==> src/hw/tv_pkg.sv <==
//////////////////////////////////////////////////
// Shared types and constants of the video path
// One CLK per pixel, 260x262 frame, 192x222 picture
//////////////////////////////////////////////////

package tv_pkg;

  typedef logic [12:0] addr_t;

  localparam addr_t BGM_BASE = 13'h1000; // 512 bytes up to 0x11FF
  localparam addr_t REG_BASE = 13'h1400; // Registers 0..3

  typedef struct packed {
    addr_t      addr;
    logic [7:0] data;
  } host_req_t;

  typedef struct packed {
    logic       bm_ena;
    logic       bm_lores; // Set selects low resolution
    logic [3:0] clr_bg;
    logic [3:0] clr_fg;   // High resolution only
  } video_cfg_t;

  typedef struct packed {
    logic [8:0] row;
    logic [8:0] col;
  } beam_t;

  //////////////////////////////////////////////////
  // Frame geometry

  localparam logic [8:0] FIRST_ROW_RENDER = 9'd24;
  localparam logic [8:0] RENDER_ROWS      = 9'd222;
  localparam logic [8:0] FIRST_COL_RENDER = 9'd24;
  localparam logic [8:0] RENDER_COLS      = 9'd192;
  localparam logic [8:0] PRE_RENDER_ROWS  = 9'd2; // Rows fetched ahead of the picture

  localparam int H_TOTAL_DEF = 260;
  localparam int V_TOTAL_DEF = 262;

  typedef logic [3:0] pixel_t;
  typedef pixel_t [7:0] lb_word_t; // Leftmost pixel in bits 3:0

  typedef struct packed {
    logic       sel;  // Target row of the ping-pong pair
    logic [4:0] addr; // Tile
    lb_word_t   data;
    logic [7:0] we;   // One per pixel
  } lb_write_t;

  // {R,G,B}
  localparam logic [23:0] PALETTE [16] = '{
    24'h00009b, 24'h000000, 24'h0000ff, 24'ha100ff,
    24'h00ff00, 24'ha0ff9d, 24'h00ffff, 24'h00a100,
    24'hff0000, 24'hffa100, 24'hff00ff, 24'hffa09f,
    24'hffff00, 24'ha3a000, 24'ha1a09d, 24'hffffff
  };

  localparam pixel_t BORDER_COLOR = 4'd1; // Black

endpackage

==> src/hw/bg_line_fetch.sv <==
//////////////////////////////////////////////////
// Bitmap fetch for the next line, one tile per CLK
// Tile t lands in the line buffer at col t+2
//////////////////////////////////////////////////

module bg_line_fetch (
  input  logic               CLK,
  input  logic               reset,
  input  tv_pkg::beam_t      beam,
  input  logic               fetch_line,
  input  tv_pkg::video_cfg_t cfg,
  output logic [6:0]         bgm_raddr,
  input  logic [31:0]        bgm_rdata,
  output tv_pkg::lb_write_t  lb_wr
);

  logic             active;
  logic [5:0]       idx;      // 32 ends the walk
  logic [4:0]       tile;
  logic             issue;
  logic             rd_valid;
  logic [4:0]       rd_tile;
  logic [1:0]       rd_ysel;  // Row bits 3:2
  logic             rd_sel;
  logic [7:0]       bm_byte;
  logic [3:0]       lo_nib;
  logic [1:0]       hi_pair;
  logic [7:0]       pat;
  tv_pkg::pixel_t   clr_off;
  tv_pkg::pixel_t   clr_on;
  tv_pkg::lb_word_t word;

  // Tile 0 goes out in the fetch_line cycle itself
  assign tile      = fetch_line ? 5'd0 : idx[4:0];
  assign issue     = fetch_line | (active & ~idx[5]);
  assign bgm_raddr = {beam.row[7:4], tile[4:2]};

  always_ff @(posedge CLK) begin
    if (reset) begin
      active <= 1'b0;
      idx    <= 6'd0;
    end else if (fetch_line) begin
      active <= 1'b1;
      idx    <= 6'd1;
    end else if (active) begin
      if (idx[5]) begin
        active <= 1'b0;
      end else begin
        idx <= idx + 6'd1;
      end
    end
  end

  // BGM read stage
  always_ff @(posedge CLK) begin
    if (reset) begin
      rd_valid <= 1'b0;
    end else begin
      rd_valid <= issue;
    end
    rd_tile <= tile;
    rd_ysel <= beam.row[3:2];
    rd_sel  <= ~beam.row[0];
  end

  //////////////////////////////////////////////////
  // Bitmap decode

  always_comb begin
    bm_byte = bgm_rdata[rd_tile[1:0]*8 +: 8];
    lo_nib  = rd_ysel[1] ? bm_byte[3:0] : bm_byte[7:4]; // Upper half-cell in the high nibble
    hi_pair = bm_byte[{~rd_ysel, 1'b0} +: 2];
    clr_off = cfg.clr_bg;
    clr_on  = cfg.clr_fg;
    pat     = 8'h00;
    if (cfg.bm_ena) begin
      if (cfg.bm_lores) begin
        clr_off = lo_nib;
      end else begin
        pat = {{4{hi_pair[1]}}, {4{hi_pair[0]}}};
      end
    end
    // MSB of the pattern is the leftmost pixel
    for (int i = 0; i < 8; i++) begin
      word[i] = pat[7-i] ? clr_on : clr_off;
    end
  end

  always_ff @(posedge CLK) begin
    if (reset) begin
      lb_wr.we <= 8'h00;
    end else begin
      lb_wr.we <= {8{rd_valid}};
    end
    lb_wr.sel  <= rd_sel;
    lb_wr.addr <= rd_tile;
    lb_wr.data <= word;
  end

endmodule

==> config.mk <==
export PLATFORM = sky130hd
export DESIGN_NAME = bg_line_fetch
export DESIGN_NICKNAME = d
export VERILOG_FILES = /design/src/hw/tv_pkg.sv /design/src/hw/bg_line_fetch.sv
export SDC_FILE = /design/constraint.sdc
export NUM_CORES = 1
export LEC_CHECK = 0
export BUFFER_PORTS_ARGS = -buffer_cell sky130_fd_sc_hd__buf_4
export CAP_MARGIN = 20
export CORE_MARGIN = 1
export CORE_UTILIZATION = 30
export CTS_BUF_LIST = sky130_fd_sc_hd__clkbuf_8
export DETAILED_ROUTE_END_ITERATION = 10
export PLACE_DENSITY = 0.65
export SLEW_MARGIN = 30
export SYNTH_ARGS = -nofsm -noshare
export SYNTH_HDL_FRONTEND = slang
export SYNTH_SLANG_ARGS = --single-unit
export TNS_END_PERCENT = 20
==> constraint.sdc <==
create_clock -name CLK -period 1.95 [get_ports CLK]
set_input_delay 0.2925 -clock CLK [delete_from_list [all_inputs] [get_ports CLK]]
set_output_delay 0.2925 -clock CLK [all_outputs]
set_load 0.05 [all_outputs]
**After elaboration in Yosys (flattened, before gate mapping)**

Index checks and enable logic that the tools add are counted.

- Flip-flop bits (word level): 55
- Latch bits: 0
- Bits in writable memories: 0
- ROM bits: 0
- Bits of input ports: 63
- Output and inout bits: 53
- Logic and storage cells: 53
- Memories: 0

- $add $sub $neg: 1
- $mul: 0
- Div/mod/pow operators: 0
- Order comparisons: 0
- Equality and inequality tests: 1
- Shift operators: 2
- Muxes and demuxes: 20
- Bitwise gates (word level): 5
- Reductions and logical operators: 4

Operators with widths:

| kind | count |
|---|---|
| 4-bit two-way mux | 11 |
| 32-bit by 6-bit indexed part select with 8-bit output | 1 |
| 8-bit two-way mux | 2 |
| 8-bit by 4-bit indexed part select with 2-bit output | 1 |
| 6-bit by 1-bit adder with 6-bit output, second input constant | 1 |
| 6-bit two-way mux | 1 |
| 1-bit two-way mux | 5 |
| 5-bit two-way mux | 1 |
| 2-bit AND reduction | 2 |
| 2-bit inequality test, second input constant | 1 |
| 1-bit inverter | 2 |
| 2-bit inverter | 1 |
| 2-bit nonzero test | 1 |
| 2-bit OR reduction | 1 |
| 1-bit bitwise AND | 1 |
| 1-bit bitwise OR | 1 |

**Logic depth before layout (Yosys ltp)**

Gate-level depths: netlist of run 1.

- Depth in word-level cells: 5
- Mapped depth: 7
- Mapped depth without buffers: 5

**Least setup slack after synthesis of run 1**

Ideal clock, no wire load.

- Path kind: flip-flop to flip-flop
- Start point: reg rd_tile[0]
- End point: reg lb_wr[10] (netlist name)
- Setup time: 0.123 ns
- Arrival time: 1.710 ns
- Required time: 1.827 ns
- Slack: 0.117 ns
- Stages on the path, launching flop included: 7
- Path buffers: 2
- Period minus slack after synthesis: 1.833 ns
- Path through: dfxtp_1 buf_6 buf_12 mux2i_1 mux4_2 o22ai_2 mux2_1

- Word-level cells in the longest chain between the ends: 5
- Elaborated cells on any way between the ends: 8
- Those cells by class: shift (2); mux (6)

RTL lines:

| element | RTL line | source |
|---|---|---|
| start: declaration | bg_line_fetch.sv:22 | `logic [4:0] rd_tile;` |
| start signal: assignment | bg_line_fetch.sv:61 | `rd_tile <= tile;` |
| 32-bit by 6-bit indexed part select with 8-bit output * | bg_line_fetch.sv:70 | `bm_byte = bgm_rdata[rd_tile[1:0]*8 +: 8];` |
| 8-bit by 4-bit indexed part select with 2-bit output / 4-bit two-way mux (equally long branches) | bg_line_fetch.sv:72, bg_line_fetch.sv:71 |  |
| 8-bit two-way mux / 4-bit two-way mux (equally long branches) | bg_line_fetch.sv:77 | `if (cfg.bm_lores) begin` |
| 8-bit two-way mux / 4-bit two-way mux (equally long branches) | bg_line_fetch.sv:76 | `if (cfg.bm_ena) begin` |
| 4-bit two-way mux * | bg_line_fetch.sv:85 | `word[i] = pat[7-i] ? clr_on : clr_off;` |
| end: declaration | bg_line_fetch.sv:14 | `output tv_pkg::lb_write_t lb_wr` |

Every way passes the cells marked *; elsewhere a longest branch is shown, timed or not.
A chain may end at the register's enable or synchronous reset.

**Worst setup path in the final report of run 1**

- Start point: reg rd_tile[0]
- End point: reg lb_wr[9] (netlist name)

Same word-level chain as after synthesis.

==> impl_metrics.csv, run 1 <==
group,metric,value,unit
power_and_ir_drop,p_per_area,910,nW/um^2
floorplanning,rows,25,
route,drt_wl_total,3.02,mm
cts,h-tree-depth,2,
worst_setup_path,critPathCaptureType,"flop",
status,status,"completed",
floorplanning,die_area,5420,sq um
placement,portBuffers,96,
yosys,synth.top_cell.area_share,39.0,%
route,ant_nets,0,
yosys,ys_ff_latch,30,
timing,max_slew_margin,73.1,%
hold_path,min_to,"rd_ysel[1]",
global_route,grt_overflow,0,
cells_and_area,postLayoutCellArea,2180,sq um
yosys,avgSynthCellArea,10.5,sq um
cells_and_area,final_cell_count_no_fill,278,
cts,cts_tree,"built",
cts,clock_sinks,30,
cells_and_area,area_growth,41.8,%
yosys,syn_area,1540,sq um
timing,period_share,95.6,%
cts,cts_buffers,5,
timing,clock_skew,0.00901,ns
placement,dp.cells,271,
hold_path,min_from,"beam[12]",
global_route,grt.total_usage,11.3,%
floorplanning,fp.dieW,73.7,um
yosys,seq_area_frac_synth,39.0,%
worst_setup_path,timing.rr.start,"rd_tile[0]",
placement,routabilityCongestion,0.736,
placement,dp.final_hpwl,2.45,mm
timing,tightest_slew,0.403,ns
route,via_per_inst,4.22,
hold_path,hold_path_depth,1,
worst_setup_path,reg2regPathDepth,5,
yosys,postSynthCellCount,147,
route,wire_per_inst,10.9,um
hold_path,hp-class,"in -> reg",
worst_setup_path,r2r_end,"lb_wr[9]",
timing,fin_crit,1.86,ns
global_route,grt_max_degree,17,
global_route,grt_pass1_vias,1067,
power_and_ir_drop,leakage,1.02,nW
floorplanning,core,4820,sq um
yosys,synthTopCellsByArea,"dfxtp_1 (39%), buf_4 (17%), mux2i_1 (11%)",
cells_and_area,n_antenna_cell,0,
timing,layout_setup_ws,0.0860,ns
route,num_vias,1172,
global_route,antenna_found_initial,0,
timing,rsz0062_at_grt,"false",
cts,clk_root_buffer_cell,"clkbuf_8",
worst_setup_path,critical_path_class,"reg -> reg",
route,drc,0,
global_route,grt_pass1_wl,4.57,mm
power_and_ir_drop,ir_worst_vdd,457,uV
floorplanning,die_y,73.7,um
cells_and_area,final_nets,275,
cts,post_cts_resized,0,
job,max-cap-violations,0,
floorplanning,ios,116,
worst_setup_path,cp-start-kind,"flop",
timing,hold_viol,0,
timing,fmax,536,MHz
yosys,yosysTopAreaCell,"dfxtp_1",
timing,fin_setup_tns,0,ns
worst_setup_path,cp.arrival,2.02,ns
worst_setup_path,reg2reg_slack,0.09,ns
route,initialDrtViolationCount,17,
timing,setup_violations,0,
yosys,yosysUniqueCellTypes,27,
yosys,syn_nets,211,
worst_setup_path,worstPathMaxFanout,16,
cts,post-cts-setup-buffers,0,
route,first_pass_iters,6,
timing,drv_slew,0,
cts,clkLatencyLatePin,0.28,ns
cts,clk_pin_slew,0.07,ns
cts,hold_buffers,0,
placement,placed_cell_area,2060,sq um
cells_and_area,post-route-util,45.3,%
cells_and_area,drive_gt1_share,54.5,%
cts,cts_buffer_depth,2,
worst_setup_path,crit_required,2.10,ns
yosys,synth_warnings,0,
placement,dp_slack,0.0527,ns
floorplanning,initial_core_util,32.0,%
## registers in the layout, summed over array words and instances, names as in the netlist
signal,cells
lb_wr,15
active,1
rd_sel,1
rd_tile,5
rd_ysel,2
idx,6
## metrics by stage
stage	hold slack (ns)	total power, mW
global placement	0.311	1.36
CTS	0.100	2.01
detailed placement	0.312	1.36
global route	0.0917	2.07
floorplan	0.310	1.25
finish	0.111	1.99
## routing by layer
layer | wire (um) | global-route usage (%) | vias to the layer above
met5 | 0 | 0 | -
met4 | 72 | 5.13 | 0
met3 | 253 | 4.53 | 11
met2 | 1470 | 19.7 | 62
met1 | 1220 | 11.9 | 509
li1 | - | - | 590
## cells in the final DEF (no fill, tap or decap), drive strengths merged, types with 3 or more instances in the layout
cell type and n:
buf 98, dfxtp 30, mux2i 17, nor2 8
nand2 8, mux2 8, nor2b 7, clkbuf 6
nor3 4, o21ai 4, nand3b 3, nand4 3
mux4 3, xor2 3
## critical path: stages, from the launching register on
cell and delay [ns]:
dfxtp_1 0.37, buf_12 0.18, mux2i_1 0.09, mux4_2 0.52
o22ai_4 0.22, mux2_1 0.35
## worst max-delay path by stage
stage	start	to	slack, ns	cells after the start
final	rd_tile[0]	lb_wr[9]	0.09	5
after global routing	rd_tile[0]	lb_wr[9]	0.02	5
after floorplan	rd_tile[0]	lb_wr[10]	0.12	6
after global placement	rd_tile[0]	lb_wr[9]	0.05	5
after detailed placement	rd_tile[0]	lb_wr[9]	0.05	5
after CTS	rd_tile[0]	lb_wr[9]	0.03	5
## power by group
part	switching [mW]	total, mW	internal (mW)
registers	0.0302	0.677	0.647
clock network	0.231	0.640	0.408
logic	0.427	0.671	0.243
## cells in the mapped netlist (all sizes together)
master,count
o22a,1
nor2,8
o21ai,4
buf,38
o21a,1
xnor2,1
nand3b,3
nand2,8
ha,1
inv,1
or3b,1
xor2,3
mux2,8
mux2i,17
mux4,3
clkbuf,3
nor2b,7
nor3,4
dfxtp,30
o22ai,1
nand4,3
nand3,1
## layout make-up
| class | instances | area [sq um] |
|---|---|---|
| Sequential cell | 30 | 601 |
| Inverter | 1 | 3.75 |
| Multi-Input combinational cell | 75 | 634 |
| Fill cell | 507 | 2630 |
| Tap cell | 67 | 83.8 |
| Timing Repair Buffer | 98 | 748 |
| Clock inverter | 1 | 30.0 |
| Clock buffer | 6 | 82.6 |
## cells by family (layout without fill, tap and decap cells)
kind of cell	count (synthesis)	in the layout	synth area share, %
buffers and inverters	42	106	20.3
AND/OR/NAND/NOR	35	35	11.6
flip-flops	30	30	39.0
multiplexers	28	28	22.3
AO/OA/AOI/OAI	7	7	3.74
XOR/XNOR	4	4	2.27
adder cells (fa/ha/maj)	1	1	0.812
Note: power is estimated with default switching activity, not from simulation.
==> inputs of run 2 (changes only) <==
--- a/config.mk
+++ b/config.mk
@@ -7,6 +7,7 @@
 export LEC_CHECK = 0
 export BUFFER_PORTS_ARGS = -buffer_cell sky130_fd_sc_hd__buf_4
 export CAP_MARGIN = 20
+export CORE_ASPECT_RATIO = 2
 export CORE_MARGIN = 1
 export CORE_UTILIZATION = 30
 export CTS_BUF_LIST = sky130_fd_sc_hd__clkbuf_8
==> run 2 against run 1 <==
  * Setup slack improved by 0.031 ns
  * Non-clock buffer count did not move
  * Sequential power barely moved
  * Power fell by 1.2%
  * First-iteration DRC count fell by 59%
  * Sequential cell count did not move
  * Combinational power fell by 0.6%
  * Core utilization fell by 1.1 points
  * Via count rose by 1.1%
  * Final cell count fell by 3.6%
  * Sequential share of layout area rose by 0.16 points
==> impl_metrics.csv, run 2 (synthesis results as in run 1) <==
group,metric,value,unit
worst_setup_path,cp.arrival,1.99,ns
floorplanning,core,4910,sq um
global_route,grt_pass1_vias,1100,
job,max-cap-violations,0,
power_and_ir_drop,pwr-share-clk,31.6,%
cells_and_area,area_growth,40.9,%
timing,setup_violations,0,
power_and_ir_drop,comb_power_share,34.0,%
cells_and_area,largest_register_ff_count,15,
worst_setup_path,timing.rr.start,"rd_tile[0]",
cells_and_area,layout_commonest_cell,"buf_4",
cts,clk_pin_slew,0.06,ns
worst_setup_path,reg2reg_slack,0.12,ns
cts,cts_buffer_depth,2,
cts,cts_tree,"built",
cells_and_area,final_nets,275,
hold_path,min_from,"beam[12]",
cts,cts_buffers,5,
worst_setup_path,worstPathMaxFanout,17,
route,wire_per_inst,11.0,um
route,via_per_inst,4.42,
floorplanning,die_area,5440,sq um
timing,drv_slew,0,
cts,clk_root_buffer_cell,"clkbuf_8",
power_and_ir_drop,power_frac_seq,34.4,%
worst_setup_path,critPathCaptureType,"flop",
hold_path,min_to,"rd_ysel[1]",
global_route,use_met3,2.19,%
timing,hold_viol,0,
cts,clock_sinks,30,
timing,layout_setup_ws,0.117,ns
global_route,grt.total_usage,11.8,%
power_and_ir_drop,switchingPower,665,uW
timing,fmax,546,MHz
global_route,grt-busiest-layer,"met2",
timing,hold_ws,0.122,ns
global_route,grt_pass1_wl,4.69,mm
cells_and_area,reg.largest.list,"lb_wr (15), idx (6), rd_tile (5)",
cells_and_area,n_antenna_cell,0,
timing,fin_setup_tns,0,ns
global_route,antenna_found_initial,0,
route,drt_wl_total,2.94,mm
cells_and_area,final_cell_mix,"buf_4 (97), dfxtp_1 (30), mux2i_1 (17)",
placement,portBuffers,96,
timing,period_share,94.0,%
route,first_pass_iters,2,
global_route,grt_max_degree,18,
status,status,"completed",
floorplanning,ios,116,
worst_setup_path,critical_path_class,"reg -> reg",
worst_setup_path,cp-startpoint,"rd_tile[0]",
global_route,grt_overflow,0,
hold_path,hp-class,"in -> reg",
power_and_ir_drop,p_per_area,905,nW/um^2
timing,tightest_slew,0.411,ns
cells_and_area,top_register,"lb_wr",
global_route,grtUsageMet1,10.5,%
worst_setup_path,r2r_end,"lb_wr[11]",
cells_and_area,drive_gt1_share,54.5,%
floorplanning,initial_core_util,31.4,%
placement,dp_slack,0.0487,ns
power_and_ir_drop,leakage,1.02,nW
route,drc,0,
power_and_ir_drop,switching_share,33.9,%
cts,hold_buffers,0,
cells_and_area,n_fill_cell,469,
worst_setup_path,crit_required,2.10,ns
placement,dp.final_hpwl,2.46,mm
worst_setup_path,cp-start-kind,"flop",
global_route,grt_use_met2,23.2,%
hold_path,hold_path_depth,1,
route,num_vias,1185,
cts,h-tree-depth,2,
cts,clkLatencyLatePin,0.27,ns
worst_setup_path,reg2regPathDepth,5,
route,ant_nets,0,
floorplanning,fp.dieW,52.7,um
timing,rsz0062_at_grt,"false",
route,initialDrtViolationCount,7,
power_and_ir_drop,p_int,1.30,mW
timing,fin_crit,1.83,ns
power_and_ir_drop,p_total,1.96,mW
placement,routabilityCongestion,0.696,
floorplanning,die_y,103,um
timing,max_slew_margin,72.5,%
floorplanning,rows,36,
timing,clock_skew,0.00500,ns
power_and_ir_drop,ir_worst_vdd,615,uV
run 2: layer usage:
metal  wire length [um]  vias to the layer above
li1                   -                      595
met1                977                      524
met2               1720                       58
met3                188                        8
met4                 58                        0
met5                  0                        -
run 2: power groups by stage:
stage,Clock (mW),Sequential (mW),Combinational (mW)
5_1_grt,0.677,0.683,0.703
4_1_cts,0.649,0.677,0.670
2_1_floorplan,0,0.769,0.478
6_report,0.620,0.676,0.667
3_3_place_gp,0,0.689,0.667
3_5_place_dp,0,0.691,0.670
run 2: how the worst max path moves through the flow:
| stage | end | slack [ns] |
|---|---|---|
| floorplan | lb_wr[10] | 0.12 |
| global placement | lb_wr[9] | 0.06 |
| detailed placement | lb_wr[11] | 0.05 |
| CTS | lb_wr[11] | 0.04 |
| global route | lb_wr[11] | 0.02 |
| finish | lb_wr[11] | 0.12 |
run 2: area by class of cell:
cell class	instances	area, sq um	area share, %
Multi-Input combinational cell	75	634	29.2
Timing Repair Buffer	98	748	34.5
Sequential cell	30	601	27.7
Inverter	1	3.75	0.173
Clock inverter	1	30.0	1.38
Clock buffer	6	82.6	3.80
Tap cell	57	71.3	3.29
run 2: critical path, cell delays in order (launching register included):
cell and delay [ns]:
dfxtp_1 0.35, buf_12 0.17, mux2i_1 0.09, mux4_2 0.52, o22ai_4 0.23, mux2_1 0.34
run 2: repair_timing:
| item | in CTS | in global routing |
|---|---|---|
| gates resized for setup | 0 | 1 |
| setup endpoints to repair | 0 | 4 |
| buffers inserted | 0 | 0 |
run 2: per-stage QoR:
stage          util [%]  instance area (sq um)  std cells
2_1_floorplan         -                   1540        147
3_3_place_gp       41.8                   2050        261
3_5_place_dp       41.8                   2050        261
4_1_cts            44.1                   2160        268
5_1_grt            44.2                   2170        268
6_report           44.2                   2170        268
==> inputs of run 3 (changes only) <==
==> constraint.sdc (replaced) <==
create_clock -name CLK -period 1.95 [get_ports CLK]
set_input_delay 0.195 -clock CLK [delete_from_list [all_inputs] [get_ports CLK]]
set_output_delay 0.195 -clock CLK [all_outputs]
set_load 0.05 [all_outputs]
==> run 3 against run 2 <==
  * Sequential cell count is the same
  * Maximum frequency about the same
  * Cell area stayed put
  * Global-route usage about the same
  * Die area is the same
  * Register-to-register slack hardly changed
  * Critical endpoint unchanged
  * Highest routed layer unchanged
==> impl_metrics.csv, run 3 (synthesis results as in run 1) <==
group,metric,value,unit
cells_and_area,post-route-util,44.2,%
cts,post_cts_resized,0,
cts,h-tree-depth,2,
cts,hold_buffers,0,
global_route,grt_pass1_wl,4.66,mm
power_and_ir_drop,p_per_area,905,nW/um^2
route,num_vias,1175,
placement,dp_slack,0.0479,ns
worst_setup_path,worstPathMaxFanout,17,
placement,dp.final_hpwl,2.48,mm
timing,rsz0062_at_grt,"false",
cts,cts_tree,"built",
cells_and_area,reg.largest.list,"lb_wr (15), idx (6), rd_tile (5)",
cells_and_area,top_register,"lb_wr",
timing,period_share,94.1,%
worst_setup_path,crit_required,2.10,ns
placement,portBuffers,96,
route,wire_per_inst,11.1,um
floorplanning,die_y,103,um
cells_and_area,area_growth,40.9,%
worst_setup_path,timing.rr.start,"rd_tile[0]",
timing,drv_slew,0,
placement,dp.cells,261,
job,max-cap-violations,0,
global_route,antenna_found_initial,0,
cells_and_area,layout_commonest_cell,"buf_4",
timing,fin_setup_tns,0,ns
route,drt_wl_total,2.97,mm
worst_setup_path,cp-start-kind,"flop",
global_route,grt_max_degree,18,
global_route,grt_pass1_vias,1102,
route,ant_nets,0,
global_route,grt_overflow,0,
floorplanning,fp.dieW,52.7,um
cts,clkLatencyLatePin,0.27,ns
power_and_ir_drop,ir_worst_vdd,700,uV
power_and_ir_drop,leakage,1.02,nW
placement,routabilityCongestion,0.698,
hold_path,min_from,"beam[12]",
timing,fmax,545,MHz
cts,clk_root_buffer_cell,"clkbuf_8",
route,via_per_inst,4.38,
cells_and_area,largest_register_ff_count,15,
route,initialDrtViolationCount,4,
floorplanning,ios,116,
floorplanning,die_area,5440,sq um
timing,setup_violations,0,
cells_and_area,final_nets,275,
cts,clk_pin_slew,0.06,ns
worst_setup_path,critical_path_class,"reg -> reg",
floorplanning,rows,36,
floorplanning,core,4910,sq um
cells_and_area,n_antenna_cell,0,
timing,hold_viol,0,
cts,clock_sinks,30,
timing,layout_setup_ws,0.116,ns
power_and_ir_drop,p_total,1.96,mW
route,drc,0,
route,first_pass_iters,2,
global_route,grt.total_usage,11.8,%
timing,max_slew_margin,72.2,%
cts,post-cts-setup-buffers,0,
worst_setup_path,cp-startpoint,"rd_tile[0]",
worst_setup_path,cp.arrival,1.98,ns
timing,clock_skew,0.00761,ns
floorplanning,initial_core_util,31.4,%
status,status,"completed",
cells_and_area,drive_gt1_share,54.5,%
hold_path,hp-class,"in -> reg",
worst_setup_path,critPathCaptureType,"flop",
cells_and_area,final_cell_mix,"buf_4 (97), dfxtp_1 (30), mux2i_1 (17)",
timing,tightest_slew,0.417,ns
cells_and_area,final_cell_count_no_fill,268,
timing,fin_crit,1.83,ns
cts,cts_buffer_depth,2,
cts,cts_buffers,5,
-- run 3: cell counts in the layout (fill, tap and decap cells not counted) --
No cell type changed its count.
-- run 3: per-layer routing --
| metal | vias to the layer above | share of wire [%] | track usage, % |
|---|---|---|---|
| met5 | - | 0 | 0 |
| met4 | 0 | 2.6 | 7.69 |
| met3 | 10 | 6.8 | 2.34 |
| met2 | 61 | 58 | 23.1 |
| met1 | 516 | 32 | 10.0 |
| li1 | 588 | - | - |
-- run 3: worst max-delay path, stage by stage (launching register included) --
cell,delay [ns]
dfxtp_1,0.35
buf_12,0.17
mux2i_1,0.09
mux4_2,0.52
o22ai_4,0.23
mux2_1,0.35
-- run 3: per-stage QoR --
step | instance area, sq um | hold WS, ns
floorplan | 1540 | 0.223
global placement | 2050 | 0.301
global route | 2170 | 0.00982
CTS | 2160 | 0.0120
finish | 2170 | 0.0256
detailed placement | 2050 | 0.301
-- run 3: area by class of cell --
cell class,instances,area [sq um]
Timing Repair Buffer,98,748
Clock inverter,1,30.0
Inverter,1,3.75
Sequential cell,30,601
Clock buffer,6,82.6
Multi-Input combinational cell,75,634
Tap cell,57,71.3
Fill cell,479,2740
-- run 3: worst paths after layout --
| check | end | slack [ns] | cells after the start |
|---|---|---|---|
| worst max-delay path | lb_wr[11] | 0.12 | 5 |
| worst min-delay path | rd_ysel[1] | 0.03 | 1 |
| worst max register to register | lb_wr[11] | 0.12 | 5 |
| worst min register to register | lb_wr[43] | 0.33 | 0 |
-- run 3: power breakdown --
group          switching (mW)  internal, mW  total (mW)  leakage (nW)
sequential             0.0295         0.647       0.677         0.248
combinational           0.425         0.243       0.668         0.715
clock                   0.212         0.408       0.620        0.0573
